--- config.mk ---
export PLATFORM = sky130hd
export DESIGN_NAME = write_path_top
export DESIGN_NICKNAME = d
export VERILOG_FILES = /design/src/cache_cfg_pkg.sv /design/src/cache_bus_pkg.sv /design/src/bank_write_router.sv /design/src/write_channel_native.sv /design/src/be_write_arbiter.sv /design/src/write_path_top.sv
export SDC_FILE = /design/constraint.sdc
export NUM_CORES = 1
export LEC_CHECK = 0
export BUFFER_PORTS_ARGS = -buffer_cell sky130_fd_sc_hd__buf_2
export CAP_MARGIN = 20
export CORE_MARGIN = 5
export CORE_UTILIZATION = 44
export DETAILED_ROUTE_END_ITERATION = 16
export GPL_TIMING_DRIVEN = 1
export HOLD_SLACK_MARGIN = 0.03
export PLACE_DENSITY_LB_ADDON = 0.3
export SYNTH_ARGS = -nofsm -noshare
export SYNTH_HDL_FRONTEND = slang
export SYNTH_HIERARCHICAL = 1
export SYNTH_SLANG_ARGS = --single-unit
--- constraint.sdc ---
create_clock -name clk -period 7.93 [get_ports clk]
set_clock_uncertainty 0.2 [all_clocks]
set_input_delay 0.3965 -clock clk [delete_from_list [all_inputs] [get_ports clk]]
set_output_delay 0.3965 -clock clk [all_outputs]
set_load 0.1 [all_outputs]
--- src/cache_cfg_pkg.sv ---
`default_nettype none

package cache_cfg_pkg;

   // Front-end side, one 32-bit word per request.
   localparam int FE_ADDR_W = 32;
   localparam int FE_DATA_W = 32;
   localparam int FE_NBYTES = FE_DATA_W / 8;
   localparam int FE_BYTE_W = $clog2(FE_NBYTES);

   // Back-end side, one 128-bit line per write.
   localparam int BE_DATA_W = 128;
   localparam int BE_NBYTES = BE_DATA_W / 8;
   localparam int BE_BYTE_W = $clog2(BE_NBYTES);

   localparam int WORD_SEL_W = BE_BYTE_W - FE_BYTE_W; // Word lane inside a line.

   // Banks interleave on the low line address bits.
   localparam int N_BANKS = 4;
   localparam int BANK_W  = $clog2(N_BANKS);

endpackage

`default_nettype wire

--- src/cache_bus_pkg.sv ---
`default_nettype none

package cache_bus_pkg;

   import cache_cfg_pkg::*;

   // Front-end write, word addressed.
   typedef struct packed {
      logic [FE_ADDR_W-FE_BYTE_W-1:0] addr;
      logic [FE_NBYTES-1:0]           wstrb;
      logic [FE_DATA_W-1:0]           wdata;
   } fe_write_t;

   // Back-end write, byte address aligned to a line.
   typedef struct packed {
      logic [FE_ADDR_W-1:0] addr;
      logic [BE_NBYTES-1:0] wstrb;
      logic [BE_DATA_W-1:0] wdata;
   } be_write_t;

endpackage

`default_nettype wire

--- src/bank_write_router.sv ---
`timescale 1ns/1ns
`default_nettype none

module bank_write_router
   import cache_cfg_pkg::*, cache_bus_pkg::*;
(
   input  wire logic               clk,
   input  wire logic               reset,
   input  wire logic               valid,
   input  wire fe_write_t          fe_req,
   output logic                    ready,
   output logic [N_BANKS-1:0]      ch_valid,
   output fe_write_t               ch_req,
   input  wire logic [N_BANKS-1:0] ch_ready
);

   logic              full;
   logic [BANK_W-1:0] bank_q;
   fe_write_t         req_q;
   logic              transfer;
   logic              accept;

   assign transfer = full & ch_ready[bank_q];
   assign ready    = ~full | transfer;
   assign accept   = valid & ready;

   // Only the target bank sees a valid.
   assign ch_valid = full ? (N_BANKS'(1) << bank_q) : '0;
   assign ch_req   = req_q;

   always_ff @(posedge clk or posedge reset)
   begin
      if (reset)
      begin
         full <= 1'b0;
      end
      else if (accept)
      begin
         full <= 1'b1;
      end
      else if (transfer)
      begin
         full <= 1'b0;
      end
   end

   always_ff @(posedge clk)
   begin
      if (accept)
      begin
         req_q  <= fe_req;
         bank_q <= fe_req.addr[WORD_SEL_W +: BANK_W]; // Lowest line address bits.
      end
   end

endmodule

`default_nettype wire

--- src/write_channel_native.sv ---
`timescale 1ns/1ns
`default_nettype none

module write_channel_native
   import cache_cfg_pkg::*, cache_bus_pkg::*;
(
   input  wire logic      clk,
   input  wire logic      reset,
   input  wire logic      valid,
   input  wire fe_write_t req,
   output logic           ready,
   output logic           mem_valid,
   output be_write_t      mem_req,
   input  wire logic      mem_ready
);

   typedef enum logic {
      IDLE  = 1'b0,
      WRITE = 1'b1
   } state_t;

   state_t                 state;
   fe_write_t              req_q;
   logic [WORD_SEL_W-1:0]  lane;
   logic [BE_DATA_W-1:0]   wide_data;
   logic [BE_NBYTES-1:0]   wide_strb;

   assign lane      = req_q.addr[WORD_SEL_W-1:0];
   assign wide_data = BE_DATA_W'(req_q.wdata);
   assign wide_strb = BE_NBYTES'(req_q.wstrb);

   // Line-aligned address, word placed at its lane.
   assign mem_req.addr  = {req_q.addr[FE_ADDR_W-FE_BYTE_W-1:WORD_SEL_W], {BE_BYTE_W{1'b0}}};
   assign mem_req.wdata = wide_data << (lane * FE_DATA_W);

   always_comb
   begin
      ready         = 1'b0;
      mem_valid     = 1'b0;
      mem_req.wstrb = '0; // No strobes outside the write state.
      case (state)
         IDLE:
         begin
            ready = 1'b1;
         end
         WRITE:
         begin
            mem_valid     = 1'b1;
            mem_req.wstrb = wide_strb << (lane * FE_NBYTES);
         end
         default:
         begin
            ready = 1'b0;
         end
      endcase
   end

   always_ff @(posedge clk or posedge reset)
   begin
      if (reset)
      begin
         state <= IDLE;
      end
      else
      begin
         case (state)
            IDLE:
            begin
               if (valid)
               begin
                  state <= WRITE;
               end
            end
            WRITE:
            begin
               if (mem_ready)
               begin
                  state <= IDLE; // Acknowledged.
               end
            end
            default:
            begin
               state <= IDLE;
            end
         endcase
      end
   end

   always_ff @(posedge clk)
   begin
      if (valid && ready)
      begin
         req_q <= req;
      end
   end

endmodule

`default_nettype wire

--- src/be_write_arbiter.sv ---
`timescale 1ns/1ns
`default_nettype none

module be_write_arbiter
   import cache_cfg_pkg::*, cache_bus_pkg::*;
(
   input  wire logic               clk,
   input  wire logic               reset,
   input  wire logic [N_BANKS-1:0] bank_valid,
   input  wire be_write_t          bank_req [N_BANKS],
   output logic [N_BANKS-1:0]      bank_ready,
   output logic                    mem_valid,
   output be_write_t               mem_req,
   input  wire logic               mem_ready
);

   logic              gnt_vld;
   logic [BANK_W-1:0] gnt_idx;
   logic [BANK_W-1:0] last_q;
   logic              next_vld;
   logic [BANK_W-1:0] next_idx;

   // Search starts one past the last channel served.
   always_comb
   begin
      logic [BANK_W-1:0] idx;
      next_vld = 1'b0;
      next_idx = last_q;
      for (int i = 1; i <= N_BANKS; i++)
      begin
         idx = last_q + BANK_W'(i);
         if (!next_vld && bank_valid[idx])
         begin
            next_vld = 1'b1;
            next_idx = idx;
         end
      end
   end

   assign mem_valid  = gnt_vld & bank_valid[gnt_idx];
   assign mem_req    = bank_req[gnt_idx];
   assign bank_ready = gnt_vld ? (N_BANKS'(mem_ready) << gnt_idx) : '0;

   always_ff @(posedge clk or posedge reset)
   begin
      if (reset)
      begin
         gnt_vld <= 1'b0;
         gnt_idx <= '0;
         last_q  <= BANK_W'(N_BANKS - 1); // Channel 0 comes first.
      end
      else if (!gnt_vld)
      begin
         if (next_vld)
         begin
            gnt_vld <= 1'b1;
            gnt_idx <= next_idx;
         end
      end
      else if (mem_valid && mem_ready)
      begin
         gnt_vld <= 1'b0;
         last_q  <= gnt_idx;
      end
   end

endmodule

`default_nettype wire

--- src/write_path_top.sv ---
`timescale 1ns/1ns
`default_nettype none

module write_path_top
   import cache_cfg_pkg::*, cache_bus_pkg::*;
(
   input  wire logic      clk,
   input  wire logic      reset,
   input  wire logic      valid,
   input  wire fe_write_t fe_req,
   output logic           ready,
   output logic           mem_valid,
   output be_write_t      mem_req,
   input  wire logic      mem_ready
);

   logic [N_BANKS-1:0] ch_valid;
   logic [N_BANKS-1:0] ch_ready;
   fe_write_t          ch_req;
   logic [N_BANKS-1:0] bank_valid;
   logic [N_BANKS-1:0] bank_ready;
   be_write_t          bank_req [N_BANKS];

   bank_write_router bank_write_router_i (
      .clk      (clk),
      .reset    (reset),
      .valid    (valid),
      .fe_req   (fe_req),
      .ready    (ready),
      .ch_valid (ch_valid),
      .ch_req   (ch_req),
      .ch_ready (ch_ready)
   );

   for (genvar k = 0; k < N_BANKS; k++)
   begin : g_channel
      write_channel_native write_channel_native_i (
         .clk       (clk),
         .reset     (reset),
         .valid     (ch_valid[k]),
         .req       (ch_req),
         .ready     (ch_ready[k]),
         .mem_valid (bank_valid[k]),
         .mem_req   (bank_req[k]),
         .mem_ready (bank_ready[k])
      );
   end

   be_write_arbiter be_write_arbiter_i (
      .clk        (clk),
      .reset      (reset),
      .bank_valid (bank_valid),
      .bank_req   (bank_req),
      .bank_ready (bank_ready),
      .mem_valid  (mem_valid),
      .mem_req    (mem_req),
      .mem_ready  (mem_ready)
   );

endmodule

`default_nettype wire

==> results of run 1 <==
==> stage by stage <==
step	worst slack [ns]	area [um^2]	std cells	util, %	hold WS (ns)
6_report	3.60	22500	2231	49.9	0.127
3_3_place_gp	4.35	20600	2089	45.7	0.0884
4_1_cts	3.71	22500	2227	49.8	0.0911
3_5_place_dp	4.27	20600	2089	45.7	0.0908
5_1_grt	3.53	22500	2230	49.9	0.135
2_1_floorplan	1.46	20000	1461	-	-0.0748
==> worst max-delay path, cell delays in order, from the launching register on <==
cell and delay, ns:
edfxtp_1 0.80, buf_4 0.41, nor2b_4 0.99, and2_1 0.25, mux4_2 0.28, buf_2 0.44
==> per-layer routing <==
metal | vias up | global-route usage [%] | part of all wire (%)
li1 | 5480 | - | -
met1 | 6557 | 29.7 | 41
met2 | 586 | 36.8 | 48
met3 | 127 | 4.35 | 7.9
met4 | 2 | 6.96 | 3.1
met5 | - | 0 | 0.023
==> power groups by stage <==
| stage | Clock, mW | Combinational [mW] | Sequential, mW |
|---|---|---|---|
| after floorplan | 0 | 4.09 | 2.55 |
| after global placement | 0 | 4.55 | 2.71 |
| after detailed placement | 0 | 4.57 | 2.72 |
| after CTS | 1.71 | 4.60 | 2.69 |
| after global routing | 1.79 | 4.75 | 2.73 |
| final | 1.67 | 4.59 | 2.68 |
==> placed cells by master, fill, tap and decap left out, types with 10 or more instances in the layout <==
| master | count |
|---|---|
| clkbuf_16 | 39 |
| edfxtp_1 | 330 |
| clkinv_2 | 10 |
| and3_1 | 128 |
| nand2_1 | 27 |
| inv_1 | 14 |
| and2_1 | 386 |
| mux4_2 | 177 |
| nor2_1 | 56 |
| buf_4 | 21 |
| conb_1 | 16 |
| dlygate4sd3_1 | 69 |
| nand2b_1 | 17 |
| buf_2 | 243 |
==> path summary, 6_finish.rpt <==
| kind | end | slack [ns] | cells after the start | startpoint |
|---|---|---|---|---|
| worst max-delay path | mem_req[61] | 3.60 | 5 | g_channel[1].write_channel_native_i/lane[0]$_DFFE_PP_ |
| max in group asynchronous | be_write_arbiter_i/last_q[0]$_DFFE_PP1P_ | 7.09 | 3 | reset |
| min in group clk | g_channel[2].write_channel_native_i/req_q[18]$_DFFE_PP_ | 0.29 | 0 | bank_write_router_i/ch_req[18]$_DFFE_PP_ |
| worst min-delay path | g_channel[0].write_channel_native_i/state$_DFF_PP0_ | 0.13 | 3 | reset |
| worst min register to register | g_channel[2].write_channel_native_i/req_q[18]$_DFFE_PP_ | 0.29 | 0 | bank_write_router_i/ch_req[18]$_DFFE_PP_ |
| worst max register to register | g_channel[0].write_channel_native_i/req_q[24]$_DFFE_PP_ | 4.71 | 4 | bank_write_router_i/bank_q[0]$_DFFE_PP_ |
==> repair_timing <==
action                                 in CTS  in global routing
endpoints found under the hold margin      80                  0
buffers inserted                            0                  0
hold buffers                               69                  0
==> registers in the layout, summed over array words and instances (netlist names), 2 cells and up <==
name and cells:
bank_write_router_i/ch_req 65, be_write_arbiter_i/gnt_idx 2, be_write_arbiter_i/last_q 2, g_channel.write_channel_native_i/lane 8, g_channel.write_channel_native_i/mem_req 112, g_channel.write_channel_native_i/req_q 144, g_channel.write_channel_native_i/state 4
==> logic make-up (layout without fill, tap and decap cells) <==
group / Yosys count / count (layout)
and+or+nand+nor: 653 / 653
DFF: 340 / 340
buffers and inverters: 252 / 419
AOI/OAI and AO/OA: 17 / 17
muxes: 183 / 183
other: 4 / 19
==> cell type report <==
type / count / share of cell area [%]
diodes: 3 / 0.0334
clock buffers: 47 / 4.47
clock inverters: 22 / 0.734
inverters: 14 / 0.233
multi-input cells: 869 / 36.5
flip-flops and latches: 340 / 45.2
well taps: 600 / 3.34
repair buffers: 336 / 9.47
==> results.py, run 1 <==
metrics = {
    "final_layout": {
        "regArea_um2": 10200,
        "fillerInstances": 3938,
        "area_growth_pct": 13.1,
        "drive_gt1_share_pct": 32.1,
        "nNetsFinal": 1669,
        "multi_input_area_um2": 8230,
    },
    "power_and_ir_drop": {
        "vdd_drop_max_v": 0.000341,
        "p_sw_mw": 4.48,
        "comb_power_share_pct": 51.3,
        "p_sw_share_pct": 50.2,
        "p_seq_share_pct": 30.0,
        "p_per_area_nw_per_um2": 397,
        "p_int_mw": 4.45,
        "power_mw": 8.93,
        "pwr-share-clk_pct": 18.6,
        "leakagePower_nw": 8.82,
    },
    "floorplanning": {
        "coreArea_um2": 45100,
        "die_h_um": 223,
        "rows": 78,
        "start_util_pct": 44.2,
        "die_area_um2": 49600,
        "io_pins": 248,
        "die_w_um": 223,
    },
    "cts": {
        "cts_tree": "built",
        "clk_pin_slew_ns": 0.06,
        "cts.path.max_buffers": 3,
        "numCtsBuffers": 38,
        "cts.sinks": 340,
        "clock_latency_ns": 0.53,
        "htreeDepth": 2,
        "cts_root_buffer": "clkbuf_16",
        "cts_resized": 0,
    },
    "worst_setup_path": {
        "cp-end-kind": "output pin",
        "path_max_fanout": 33,
        "startpoint_type": "flip-flop",
        "critPathArrivalTime_ns": 3.73,
        "critPathRequiredTime_ns": 7.33,
        "crit_type": "reg -> out",
    },
    "sta": {
        "fmax_ghz": 0.231,
        "maxSlewHeadroom_pct": 23.6,
        "final.setup.tns_ns": 0,
        "final.period_utilization_pct": 54.6,
        "rsz0062_at_grt": "false",
        "setup-violations-final": 0,
        "finalMaxSlewViolations": 0,
        "finalWorstPathRequiredPeriod_ns": 4.33,
        "hold_viol": 0,
        "worst_slew_pin_slew_ns": 1.14,
    },
    "drt": {
        "wl_mm": 56.3,
        "num_vias": 12800,
        "drtPass1Iterations": 5,
        "drc": 0,
        "ant_nets": 0,
        "drt_iter0_drc": 996,
        "vias_per_cell": 5.72,
        "wl_per_cell_um": 25.2,
    },
    "synthesis": {
        "synth_compound_area_share_pct": 0.647,
        "synthDominantCellAreaShare_pct": 49.8,
        "yosysSeqAreaShare_pct": 51.0,
        "synth_area_leaders": "edfxtp_1 50%, mux4_2 20%, and2_1 12%",
        "yosys_warnings": 6,
        "synth_commonest_cells": "386 x and2_1, 330 x edfxtp_1, 177 x mux4_2, 128 x and3_1, 128 x buf_4",
        "synth_edf_count": 330,
        "synthMuxAreaShare_pct": 20.4,
        "ys_ff_latch": 340,
        "synth.avg_cell_area_um2": 13.7,
        "synth_top_family_by_area": "multiplexers",
        "synthCells": 1449,
        "async_flop_share_pct": 2.94,
        "synth_top_flop_cell": "edfxtp_1",
        "synth_area_leader_cell": "edfxtp_1",
        "synth-xor-area-share_pct": 0,
        "synthSimpleGateAreaFrac_pct": 19.6,
        "netlist_area_um2": 19900,
        "yosysMostFrequentCell": "and2_1",
        "synth_fa_ha_area_share_pct": 0,
        "ys_types": 46,
    },
    "grt": {
        "grt_pass1_vias": 13300,
        "grt_overflow": 0,
        "grt_pass1_wl_mm": 84.6,
        "grt_usage_pct": 22.2,
        "antenna_found_initial": 5,
        "grt_max_degree": 152,
    },
    "place": {
        "dpl.hpwl_mm": 33.4,
        "gp_congestion": 0.799,
        "io_buffers": 243,
    },
    "worst_hold_path": {
        "hold_path.class": "in -> async",
    },
    "run_status": {
        "status": "finished, final reports clean",
    },
    "job": {
        "cap_violations": 0,
    },
}
(Power assumes the default switching activity.)
==> run 2: changes to the inputs <==
- clock period: 7.93 -> 3.94 ns (I/O delays scaled with it)
==> run 2 against run 1 <==
- power rose by 100%
- routed wire length fell by 0.53%
- register-to-register slack got worse by 3.3 ns
- first-iteration DRC count rose by 1.0%
- clock power rose by 110%
- non-clock buffer count rose by 20
- setup slack got worse by 3.2 ns
- hold slack improved by 0.032 ns
- combinational power rose by 100%
- largest power group unchanged
==> results.py, run 2 (same netlist as run 1, synthesis figures left out) <==
metrics = {
    "run_status": {
        "status": "finished, final reports clean",
    },
    "place": {
        "dpl.hpwl_mm": 34.4,
        "io_buffers": 243,
        "gp_congestion": 0.810,
        "dpl.cell_count": 2108,
    },
    "sta": {
        "worst_slew_pin_slew_ns": 1.08,
        "hold_viol": 0,
        "maxSlewHeadroom_pct": 27.9,
        "finalWorstPathRequiredPeriod_ns": 3.51,
        "finalMaxSlewViolations": 0,
        "setup-violations-final": 0,
        "final.period_utilization_pct": 89.2,
        "fmax_ghz": 0.285,
        "rsz0062_at_grt": "false",
        "final.setup.tns_ns": 0,
    },
    "worst_setup_path": {
        "cp_top_family": "simple AND/OR/NAND/NOR gates",
        "worst-path-buf-inv": 2,
        "critical_path.max_stage_delay_ns": 0.88,
        "crit_path_cell_trace": "buf_4, nor2_4, and2_1, mux4_2, buf_2",
        "r2r_slack_ns": 1.38,
        "regToRegStartpoint": "bank_write_router_i/bank_q[0]$_DFFE_PP_",
        "critPathArrivalTime_ns": 3.12,
        "path_max_fanout": 42,
        "startpoint_type": "flip-flop",
        "reg2reg_depth": 4,
        "crit_type": "reg -> out",
        "cp-end-kind": "output pin",
        "r2r_end": "g_channel[2].write_channel_native_i/req_q[2]$_DFFE_PP_",
        "critPathRequiredTime_ns": 3.54,
        "crit_path_top_delay_cell": "nor2_4",
    },
    "drt": {
        "vias_per_cell": 5.73,
        "drc": 0,
        "num_vias": 12900,
        "wl_per_cell_um": 24.9,
        "wl_mm": 56.0,
        "drt_iter0_drc": 1006,
        "ant_nets": 0,
        "drtPass1Iterations": 5,
    },
    "grt": {
        "grt_pass1_wl_mm": 84.9,
        "grt_max_degree": 51,
        "grt_overflow": 0,
        "antenna_found_initial": 6,
        "grt_pass1_vias": 13500,
        "grt_usage_pct": 22.3,
    },
    "power_and_ir_drop": {
        "power_mw": 18.3,
        "leakagePower_nw": 8.96,
        "vdd_drop_max_v": 0.000609,
        "p_per_area_nw_per_um2": 801,
    },
    "worst_hold_path": {
        "hold_depth": 2,
        "hold_end": "bank_write_router_i/ch_req[40]$_DFFE_PP_",
        "min_from": "fe_req[40]",
        "hold_path.class": "in -> reg",
    },
    "cts": {
        "cts_tree": "built",
        "numCtsBuffers": 39,
        "cts.sinks": 340,
        "clock_latency_ns": 0.55,
        "cts.path.max_buffers": 3,
        "cts_root_buffer": "clkbuf_16",
        "htreeDepth": 2,
        "post_cts_buffers": 0,
        "clk_pin_slew_ns": 0.06,
    },
    "floorplanning": {
        "coreArea_um2": 45100,
        "die_w_um": 223,
        "rows": 78,
        "die_h_um": 223,
        "io_pins": 248,
        "die_area_um2": 49600,
        "start_util_pct": 44.2,
    },
    "final_layout": {
        "final_cell_mix": "386 x and2_1, 330 x edfxtp_1, 240 x buf_2",
        "mostFrequentLayoutCell": "and2_1",
        "top_register": "g_channel.write_channel_native_i/req_q",
        "drive_gt1_share_pct": 32.8,
        "largest_reg_flops": 144,
        "fin_cells": 2250,
        "area_growth_pct": 14.6,
        "nNetsFinal": 1690,
    },
    "job": {
        "cap_violations": 0,
    },
}
## run 2: worst max-delay path by stage
stage,to,slack (ns),depth (start not counted),startpoint
final,mem_req[27],0.43,5,g_channel[3].write_channel_native_i/lane[1]$_DFFE_PP_
after global routing,mem_req[61],0.33,3,be_write_arbiter_i/gnt_idx[0]$_DFFE_PP0P_
after floorplan,bank_write_router_i/bank_q[0]$_DFFE_PP_,-0.35,2,bank_write_router_i/bank_q[0]$_DFFE_PP_
after detailed placement,mem_req[69],0.95,5,g_channel[3].write_channel_native_i/lane[0]$_DFFE_PP_
after CTS,mem_req[69],0.34,5,g_channel[3].write_channel_native_i/lane[0]$_DFFE_PP_
after global placement,mem_req[69],1.00,5,g_channel[3].write_channel_native_i/lane[0]$_DFFE_PP_
## run 2: report_power, final
group / switching, mW / leakage (nW) / total (mW) / internal, mW
registers: 0.589 / 3.14 / 5.34 / 4.76
clock network: 1.45 / 0.602 / 3.57 / 2.12
logic: 7.04 / 5.21 / 9.34 / 2.31
total: 9.08 / 8.96 / 18.3 / 9.18
## run 2: per-layer routing
layer / wire length [um] / track usage [%] / up-vias / share of wire, %
met5: 36 / 0 / - / 0.064
met4: 1990 / 8.16 / 6 / 3.6
met3: 3970 / 4.08 / 136 / 7.1
met2: 27800 / 37.7 / 589 / 50
met1: 22100 / 29.1 / 6664 / 40
li1: - / - / 5505 / -
## run 2: timing repair
action,4_1_cts,5_1_grt
hold buffers,70,0
gates resized for setup,0,0
endpoints found under the hold margin,84,0
## run 2: cell type report
| class | instances | area, um^2 |
|---|---|---|
| Timing Repair Buffer | 356 | 2340 |
| Sequential cell | 340 | 10200 |
| Multi-Input combinational cell | 869 | 8230 |
| Clock inverter | 23 | 234 |
| Clock buffer | 45 | 1020 |
| Fill cell | 3885 | 22300 |
| Inverter | 14 | 52.6 |
| Tap cell | 600 | 751 |
| Antenna cell | 3 | 7.51 |
## run 2: stage by stage
| stage | area, um^2 | worst slack [ns] | util, % | hold slack, ns |
|---|---|---|---|---|
| finish | 22800 | 0.426 | 50.6 | 0.159 |
| global route | 22800 | 0.333 | 50.6 | 0.130 |
| global placement | 20800 | 1.00 | 46.2 | -0.103 |
| detailed placement | 20800 | 0.946 | 46.2 | -0.0993 |
| floorplan | 20000 | -0.348 | - | -0.274 |
| CTS | 22800 | 0.339 | 50.5 | 0.101 |
## run 2: worst reg2reg max path, delay by kind of cell (launching register included)
| kind | cells | cell delay [ns] |
|---|---|---|
| and+or+nand+nor | 3 | 0.80 |
| DFF | 1 | 0.47 |
| buffers and inverters | 1 | 0.65 |
